File: src/filt_pkg.sv
package filt_pkg;

	// Names the line memory holding the oldest line
	typedef logic [1:0] rot_t;

	// Symmetric 5-tap kernel, sums to 256
	typedef logic [7:0] coeff_t;

	localparam coeff_t H_EDGE   = 8'd6;
	localparam coeff_t H_NEAR   = 8'd58;
	localparam coeff_t H_CENTER = 8'd128;

	// Datapath widths
	typedef logic [15:0] prod_t;                    // Pixel times coefficient
	typedef logic [17:0] sum_t;                     // Weighted sum of five taps

	// Round to nearest, then divide by the kernel sum
	localparam sum_t ROUND_BIAS  = 18'd128;
	localparam int   ROUND_SHIFT = 8;

endpackage

File: src/pix_pkg.sv
package pix_pkg;

	// Pixel and beat format
	localparam int PIXEL_BITS = 8;
	localparam int LANES      = 4;                  // Pixels per beat

	typedef logic [PIXEL_BITS-1:0]       pixel_t;
	typedef logic [LANES*PIXEL_BITS-1:0] beat_t;   // Lane 0 in the low byte

	// Line geometry
	localparam int LINE_BEATS   = 4;                // 16 pixels per line
	localparam int STORED_LINES = 4;                // Line memories in the store

	typedef logic [1:0] col_t;                      // Beat index within a line
	typedef logic [2:0] row_cnt_t;                  // Saturates at STORED_LINES

endpackage

File: src/beat_packer.sv
`timescale 1ns/1ps

module beat_packer
	import pix_pkg::*;
(
	input  logic  clock,
	input  logic  reset,
	input  logic  out_ready,
	input  logic  lane_valid,
	input  beat_t lane_pixels,
	output logic  advance,
	output logic  out_valid,
	output beat_t out_data
);

	// Output register is free when empty or being drained
	assign advance = !out_valid || out_ready;

	always_ff @(posedge clock) begin
		if (reset) begin
			out_valid <= 1'b0;
		end else if (advance) begin
			out_valid <= lane_valid;
		end
	end

	always_ff @(posedge clock) begin
		if (advance) begin
			out_data <= lane_pixels;                    // Held while stalled
		end
	end

endmodule

File: src/line_store.sv
`timescale 1ns/1ps

module line_store
	import pix_pkg::*, filt_pkg::*;
(
	input  logic  clock,
	input  logic  reset,
	input  logic  advance,
	input  logic  in_valid,
	input  logic  in_first,
	input  beat_t in_data,
	output logic  win_valid,
	output rot_t  win_rot,
	output beat_t win_line0,
	output beat_t win_line1,
	output beat_t win_line2,
	output beat_t win_line3,
	output beat_t win_cur
);

	beat_t    line_mem [STORED_LINES][LINE_BEATS];

	logic     accept;
	logic     line_end;
	logic     lines_full;
	col_t     col;
	col_t     eff_col;
	row_cnt_t row_cnt;
	row_cnt_t eff_row;
	rot_t     rot;
	rot_t     eff_rot;

	assign accept = advance && in_valid;

	// Start of frame restarts position before the beat is handled
	assign eff_col = in_first ? col_t'(0) : col;
	assign eff_row = in_first ? row_cnt_t'(0) : row_cnt;
	assign eff_rot = in_first ? rot_t'(0) : rot;

	assign line_end   = (eff_col == col_t'(LINE_BEATS - 1));
	assign lines_full = (eff_row == row_cnt_t'(STORED_LINES));

	always_ff @(posedge clock) begin
		if (reset) begin
			col       <= '0;
			row_cnt   <= '0;
			rot       <= '0;
			win_valid <= 1'b0;
		end else if (advance) begin
			win_valid <= accept && lines_full;          // Four full lines behind this beat
			if (accept) begin
				if (line_end) begin
					col <= '0;
					rot <= eff_rot + rot_t'(1);         // Next memory now holds the oldest line
					if (lines_full) begin
						row_cnt <= eff_row;
					end else begin
						row_cnt <= eff_row + row_cnt_t'(1);
					end
				end else begin
					col     <= eff_col + col_t'(1);
					rot     <= eff_rot;
					row_cnt <= eff_row;
				end
			end
		end
	end

	// Oldest memory is read before it is overwritten by the current line
	always_ff @(posedge clock) begin
		if (accept) begin
			line_mem[eff_rot][eff_col] <= in_data;
		end
		if (advance) begin
			win_line0 <= line_mem[0][eff_col];
			win_line1 <= line_mem[1][eff_col];
			win_line2 <= line_mem[2][eff_col];
			win_line3 <= line_mem[3][eff_col];
			win_cur   <= in_data;
			win_rot   <= eff_rot;
		end
	end

endmodule

File: src/y_filter_top.sv
`timescale 1ns/1ps

module y_filter_top
	import pix_pkg::*, filt_pkg::*;
(
	input  logic  clock,
	input  logic  reset,
	input  logic  in_valid,
	output logic  in_ready,
	input  beat_t in_data,
	input  logic  in_first,
	output logic  out_valid,
	input  logic  out_ready,
	output beat_t out_data
);

	logic             advance;
	logic             win_valid;
	rot_t             win_rot;
	beat_t            win_line0, win_line1, win_line2, win_line3, win_cur;
	logic [LANES-1:0] lane_valid;
	beat_t            lane_pixels;

	assign in_ready = advance;

	line_store u_line_store (
		.clock     (clock),
		.reset     (reset),
		.advance   (advance),
		.in_valid  (in_valid),
		.in_first  (in_first),
		.in_data   (in_data),
		.win_valid (win_valid),
		.win_rot   (win_rot),
		.win_line0 (win_line0),
		.win_line1 (win_line1),
		.win_line2 (win_line2),
		.win_line3 (win_line3),
		.win_cur   (win_cur)
	);

	for (genvar i = 0; i < LANES; i++) begin : g_lane
		y_window u_y_window (
			.clock      (clock),
			.reset      (reset),
			.advance    (advance),
			.win_valid  (win_valid),
			.win_rot    (win_rot),
			.din0       (win_line0[i*PIXEL_BITS +: PIXEL_BITS]),
			.din1       (win_line1[i*PIXEL_BITS +: PIXEL_BITS]),
			.din2       (win_line2[i*PIXEL_BITS +: PIXEL_BITS]),
			.din3       (win_line3[i*PIXEL_BITS +: PIXEL_BITS]),
			.din4       (win_cur[i*PIXEL_BITS +: PIXEL_BITS]),
			.lane_valid (lane_valid[i]),
			.lane_pixel (lane_pixels[i*PIXEL_BITS +: PIXEL_BITS])
		);
	end

	// All lanes run in lockstep, lane 0 speaks for the beat
	beat_packer u_beat_packer (
		.clock       (clock),
		.reset       (reset),
		.out_ready   (out_ready),
		.lane_valid  (lane_valid[0]),
		.lane_pixels (lane_pixels),
		.advance     (advance),
		.out_valid   (out_valid),
		.out_data    (out_data)
	);

endmodule

File: src/y_window.sv
`timescale 1ns/1ps

module y_window
	import pix_pkg::*, filt_pkg::*;
(
	input  logic   clock,
	input  logic   reset,
	input  logic   advance,
	input  logic   win_valid,
	input  rot_t   win_rot,
	input  pixel_t din0,
	input  pixel_t din1,
	input  pixel_t din2,
	input  pixel_t din3,
	input  pixel_t din4,
	output logic   lane_valid,
	output pixel_t lane_pixel
);

	coeff_t coeff0, coeff1, coeff2, coeff3;

	prod_t  prod0, prod1, prod2, prod3, prod4;
	sum_t   pair01, pair23, edge_d;
	sum_t   total;
	sum_t   rounded;

	logic   valid_prod, valid_pair, valid_total;

	// Oldest memory gets the edge tap, the others follow in age order
	always_comb begin
		case (win_rot)
			2'd0: begin
				coeff0 = H_EDGE;
				coeff1 = H_NEAR;
				coeff2 = H_CENTER;
				coeff3 = H_NEAR;
			end
			2'd1: begin
				coeff0 = H_NEAR;
				coeff1 = H_EDGE;
				coeff2 = H_NEAR;
				coeff3 = H_CENTER;
			end
			2'd2: begin
				coeff0 = H_CENTER;
				coeff1 = H_NEAR;
				coeff2 = H_EDGE;
				coeff3 = H_NEAR;
			end
			default: begin
				coeff0 = H_NEAR;
				coeff1 = H_CENTER;
				coeff2 = H_NEAR;
				coeff3 = H_EDGE;
			end
		endcase
	end

	assign rounded = total + ROUND_BIAS;

	always_ff @(posedge clock) begin
		if (advance) begin
			prod0 <= din0 * coeff0;
			prod1 <= din1 * coeff1;
			prod2 <= din2 * coeff2;
			prod3 <= din3 * coeff3;
			prod4 <= din4 * H_EDGE;                     // Current line is always an edge tap

			pair01 <= sum_t'(prod0) + sum_t'(prod1);
			pair23 <= sum_t'(prod2) + sum_t'(prod3);
			edge_d <= sum_t'(prod4);

			total <= pair01 + pair23 + edge_d;

			lane_pixel <= rounded[ROUND_SHIFT +: PIXEL_BITS];
		end
	end

	always_ff @(posedge clock) begin
		if (reset) begin
			valid_prod  <= 1'b0;
			valid_pair  <= 1'b0;
			valid_total <= 1'b0;
			lane_valid  <= 1'b0;
		end else if (advance) begin
			valid_prod  <= win_valid;
			valid_pair  <= valid_prod;
			valid_total <= valid_pair;
			lane_valid  <= valid_total;
		end
	end

endmodule
File: config.mk
export PLATFORM = sky130hd
export DESIGN_NAME = y_filter_top
export DESIGN_NICKNAME = d
export VERILOG_FILES = /design/src/filt_pkg.sv /design/src/pix_pkg.sv /design/src/beat_packer.sv /design/src/line_store.sv /design/src/y_filter_top.sv /design/src/y_window.sv
export SDC_FILE = /design/constraint.sdc
export NUM_CORES = 2
export LEC_CHECK = 0
export ABC_CLOCK_PERIOD_IN_PS = 14200
export BUFFER_PORTS_ARGS = -buffer_cell sky130_fd_sc_hd__buf_2
export CAP_MARGIN = 15
export CORE_MARGIN = 1.5
export CORE_UTILIZATION = 50
export DETAILED_ROUTE_END_ITERATION = 8
export PLACE_DENSITY = 0.65
export SLEW_MARGIN = 20
export SYNTH_ARGS = -nofsm -noshare
export SYNTH_HDL_FRONTEND = slang
export SYNTH_HIERARCHICAL = 1
export SYNTH_SLANG_ARGS = --single-unit
File: constraint.sdc
create_clock -name clock -period 14.2 [get_ports clock]
set_input_delay 2.13 -clock clock [delete_from_list [all_inputs] [get_ports clock]]
set_output_delay 2.13 -clock clock [all_outputs]
set_load 0.005 [all_outputs]
### After elaboration in Yosys (flattened, before gate mapping)

Memories as Yosys holds them, arrays and structs flattened.
Index checks and enable logic that the tools add are counted.

| word-level totals | value |
|---|---|
| register bits | 767 |
| latch bits | 0 |
| bits in writable memories | 512 |
| bits in read-only memories | 0 |
| input bits | 37 |
| word-level logic and storage cells | 142 |
| memories | 1 |

| operators by class | value |
|---|---|
| $add $sub $neg | 23 |
| $mul | 20 |
| div/mod/pow operators | 0 |
| $lt $le $gt $ge | 2 |
| equal/unequal tests | 4 |
| shifts and indexed selects | 0 |
| muxes and demuxes | 27 |
| bitwise logic cells | 1 |
| reductions and logical operators | 8 |

Memory list:

| name | depth | bits a word | rd ports | clocked after memory_dff | write ports | line | source |
|---|---|---|---|---|---|---|---|
| u_line_store.line_mem | 4 | 128 | 4 | 0 | 1 | line_store.sv:21 | `beat_t line_mem [STORED_LINES][LINE_BEATS];` |

Operators with widths:

| cell | number |
|---|---|
| 32-bit 2-to-1 mux | 9 |
| 32-bit binary-select mux with 2-bit select | 4 |
| 8-bit by 8-bit multiplier with 16-bit output | 16 |
| 16-bit adder | 12 |
| 128-bit 2-to-1 mux | 1 |
| 16-bit by 11-bit adder with 16-bit output | 4 |
| 16-bit by 8-bit adder with 16-bit output (second input constant) | 4 |
| 32-bit demux with 2-bit select | 1 |
| 8-bit one-hot mux with 2 select lines | 4 |
| 8-bit by 2-bit multiplier with 10-bit output (second input constant) | 4 |
| 3-bit 2-to-1 mux | 3 |
| 2-bit 2-to-1 mux | 4 |
| 2-bit by 1-bit adder with 2-bit output (second input constant) | 2 |
| 2-bit equality test (second input constant) | 2 |
| 3-bit by 1-bit adder with 3-bit output (second input constant) | 1 |
| 3-bit equality test (second input constant) | 1 |
| 3-bit >= comparator (second input constant) | 1 |
| 1-bit logical AND | 3 |
| 3-bit by 1-bit less-than comparator with 1-bit output (second input constant) | 1 |
| 2-bit NOT with 3-bit output | 1 |
| 2-bit by 1-bit equality test with 1-bit output (second input constant) | 1 |
| 2-bit logical NOT | 1 |
| 2-bit AND reduction | 1 |
| 2-bit OR reduction | 1 |
| other kinds (3) | 3 |

### Depth between registers and ports, before layout

| logic depth | value |
|---|---|
| word-level depth | 7 |
| depth in mapped cells | 19 |
| mapped depth without buffers | 17 |

### Modules after synthesis

Netlist, hierarchy kept.

Modules (own cells, without submodules):

| module | instances | cells each | area an instance (µm²) | seq. area each (µm²) |
|---|---|---|---|---|
| line_store | 1 | 1,475 | 26,241.4 | 20,399.6 |
| y_window at g_lane[3].u_y_window | 1 | 1,243 | 13,203.9 | 3,893.7 |
| y_window at g_lane[1].u_y_window | 1 | 1,217 | 13,085.0 | 3,893.7 |
| y_window at g_lane[2].u_y_window | 1 | 1,207 | 12,981.2 | 3,893.7 |
| y_window at g_lane[0].u_y_window | 1 | 1,207 | 12,959.9 | 3,893.7 |
| beat_packer | 1 | 36 | 1,007.2 | 980.9 |

### Worst setup path before layout

Ideal clock, no wire load.

| timing path | value |
|---|---|
| kind | input to register |
| start | in out_ready |
| end | mem u_line_store/line_mem[0][64] in the netlist's numbering (enable) |
| library setup time | 392 ps |
| arrival | 8,964 ps |
| required time | 13,808 ps |
| slack | 4,844 ps |
| cell stages on the path | 4 |
| buffers on the path | 0 |
| path through | nand2b_4 > nand2_1 > nor3_1 > and2_1 |

| on the way | value |
|---|---|
| word-level cells in the longest chain between the ends | 4 |

Ends and longest elaborated chain:

| what | line | source |
|---|---|---|
| from (decl) | y_filter_top.sv:13 | `input logic out_ready,` |
| 1-bit logical OR | beat_packer.sv:17 | `assign advance = !out_valid \|\| out_ready;` |
| 1-bit logical AND | line_store.sv:33 | `assign accept = advance && in_valid;` |
| 1-bit 2-to-1 mux | line_store.sv:71 | `if (accept) begin` |
| 128-bit 2-to-1 mux (implied by the code) | line_store.sv:72 | `line_mem[eff_rot][eff_col] <= in_data;` |
| to (decl) | line_store.sv:21 |  |

Every way passes these cells.

### Final worst setup path

| timing path | value |
|---|---|
| start | reg u_line_store.win_rot[0] |
| end | reg g_lane[1].u_y_window.prod2[15], data pin |

| on the way | value |
|---|---|
| word-level cells in the longest chain between the ends | 3 |

Ends and longest elaborated chain:

| what | line | source |
|---|---|---|
| from (decl) | line_store.sv:13 | `output rot_t win_rot,` |
| from (signal assigned) | line_store.sv:80 | `win_rot <= eff_rot;` |
| 2-bit equality test / 2-bit logical NOT (equally long branches) | y_window.sv:31 | `case (win_rot)` |
| 8-bit one-hot mux with 2 select lines * | y_window.sv:31 |  |
| 8-bit by 8-bit multiplier with 16-bit output * | y_window.sv:65 | `prod2 <= din2 * coeff2;` |
| to (signal assigned) | y_window.sv:65 |  |
| to (decl) | y_window.sv:22 | `prod_t prod0, prod1, prod2, prod3, prod4;` |

Mark *: on every way between the ends. The rest lies on a longest branch, timed or not.
A chain may end at the register's enable or synchronous reset.

==> metrics <==
leakage power=37.4 nW; CP max stage delay=0.53 ns; Crit path buffers/inverters=7; Top Ports=71; vias per cell=5.42; H-tree levels=4; Die Area=0.161 mm²; RSZ-0062 raised after global routing=no; initial antenna violation count=9; WP data required=14.72 ns; Reg2Reg Depth=20; max_cap viols=0; FF-to-FF Start=u_line_store/win_rot[0]; worst path cell trace=buf_4, buf_12, nor2_1, buf_4, and2_1, ha_1, inv_1, fa_1, inv_1, fa_1, inv_1, fa_1, inv_1, ha_1, o21ai_0, nand2b_1, a31oi_1, o21ai_1, a21oi_1, xnor2_1; initial cell density of the core=0.505; clk slew on worst S/H paths=0.06 ns; CTS buffer count=136; grt ovf=0; Detail Route Antenna Nets=0; Die Width=401 µm; Hold Fails Final Rpt=0; crit path kind=reg2reg; status=complete, no violations; Hold Buf Count CTS=0; CTS sink cnt=1227; FILL cells=12900; Port Buffers=70; Syn Area/Cell=12.5 µm²; critical path depth in cells=20; Global Route Usage Sum=0.197; Max-slew headroom=0.230; Reg-to-Reg End=g_lane[1].u_y_window/prod2[15]; most frequent CP cell=inv_1; CTS max path bufs=3; final setup violation count=0; Mapped Cells=6346; Setup WS pre-CTS=8.27 ns; CORE AREA=0.157 mm²; Cell Rows=145; post-CTS sizing=0; via count=46700; Fmax=172 MHz; VDD IR max=0.122 mV; Detailed Place HPWL=110000 µm; slowest CP cell=fa_1; hold endpoint=g_lane[1].u_y_window/edge_d[9]; CTS root buffer=clkbuf_16; first-pass GRT wire length=254000 µm; R2R Setup Slk=8.38 ns; worst skew pair latency=0.78 ns; vias in the first global route=48200; initial DRC count=2570; hold path start=g_lane[1].u_y_window/prod4[9]; fin crit share=0.410; startpoint types=flop; hold-critical path depth=0; Syn. warnings=6; Routed WL=157000 µm; layout cell share with drive strength beyond 1=0.0766; Initial DRT Pass Iterations=6; critical path peak fanout=150; post-route minimum period=5.82 ns; Setup Buffers After CTS=0; utilization after layout=0.549; syn_nets=7678; CP endpoint kind=flop; Slew @ Worst Pin=1.15 ns; pwr/cell area=158 mW/mm²; largest net degree at the start of global routing=170; hold crit path type=reg2reg; CP arrival=6.34 ns; fin. max-slew vios=0; slack of the critical path=8.38 ns; CTS tree=built; Final TNS setup=0 ns; area delta synth->final=8.74%; Die Y=401 µm; largest delay contributor family on the critical path=adder cells; routability cong.=0.833; nets@finish=7780; Worst Skew=0.0416 ns; DRC Markers=0; Mapped Area=0.0791 mm²; DR WL/cell=18.2 µm
==> how the worst max path moves through the flow <==
stage	slack (ns)	end	start
2_1_floorplan	4.86	u_line_store/line_mem[0][64]	out_ready
3_3_place_gp	8.34	g_lane[3].u_y_window/total[13]	out_ready
3_5_place_dp	8.27	g_lane[3].u_y_window/pair23[11]	out_ready
4_1_cts	8.35	g_lane[0].u_y_window/prod1[14]	u_line_store/win_rot[0]
5_1_grt	7.96	g_lane[1].u_y_window/prod2[13]	u_line_store/win_rot[0]
6_report	8.38	g_lane[1].u_y_window/prod2[15]	u_line_store/win_rot[0]
==> final cells by class <==
type / instances / area (µm²) / share of cell area
Clock buffer: 170 / 3620 / 0.0421
Clock inverter: 72 / 726 / 0.00844
Sequential cell: 1227 / 36700 / 0.427
Inverter: 750 / 2820 / 0.0327
Tap cell: 2058 / 2570 / 0.0300
Multi-Input combinational cell: 4218 / 38800 / 0.451
Antenna cell: 6 / 15.0 / 0.000175
Timing Repair Buffer: 115 / 741 / 0.00862
==> flip-flops by register name (all words and copies together) (netlist names), 36 cells and up <==
register and flops:
g_lane.u_y_window/prod3 60, g_lane.u_y_window/prod4 40, g_lane.u_y_window/prod1 60, g_lane.u_y_window/prod2 60, g_lane.u_y_window/prod0 60, g_lane.u_y_window/edge_d 40
g_lane.u_y_window/total 36, u_line_store/line_mem 512, g_lane.u_y_window/pair01 60, g_lane.u_y_window/pair23 60
==> cell usage in the layout, fill, tap and decap left out, types with 91 or more instances in the layout <==
| master | count |
|---|---|
| clkbuf_16 | 140 |
| nor2_1 | 206 |
| o21ai_0 | 124 |
| nand2_1 | 123 |
| a21oi_1 | 314 |
| fa_1 | 384 |
| and2_1 | 292 |
| ha_1 | 911 |
| xnor2_1 | 262 |
| o21ai_1 | 148 |
| xor2_1 | 91 |
| edfxtp_1 | 1214 |
| a21o_1 | 119 |
| nor2b_1 | 318 |
| inv_1 | 748 |
| a22oi_1 | 120 |
==> per-layer routing <==
layer  vias to the layer above  GRT usage  wire length [µm]
li1                      22700          -                 -
met2                       764      0.329             74800
met5                         -          0                 0
met3                       238     0.0287              5830
met1                     22900      0.263             72100
met4                         0     0.0631              4210
==> where the power goes <==
group / leakage [nW] / internal (mW) / switching (mW) / total, mW
sequential: 12.3 / 4.93 / 0.324 / 5.26
clock: 2.11 / 1.98 / 1.45 / 3.44
combinational: 23.0 / 2.19 / 2.66 / 4.85
==> per-stage QoR <==
| stage | cells | power (mW) | hold slack [ns] | instance area, µm² |
|---|---|---|---|---|
| final | 8616 | 13.6 | 0.411 | 86000 |
| after global routing | 8613 | 14.5 | 0.422 | 86000 |
| after CTS | 8608 | 13.7 | 0.413 | 85900 |
| after detailed placement | 8366 | 10.2 | 0.405 | 81600 |
| after global placement | 8366 | 10.1 | 0.401 | 81600 |
| after floorplan | 6346 | 9.02 | 0.400 | 79100 |
Note: power is estimated with default switching activity, not from simulation.
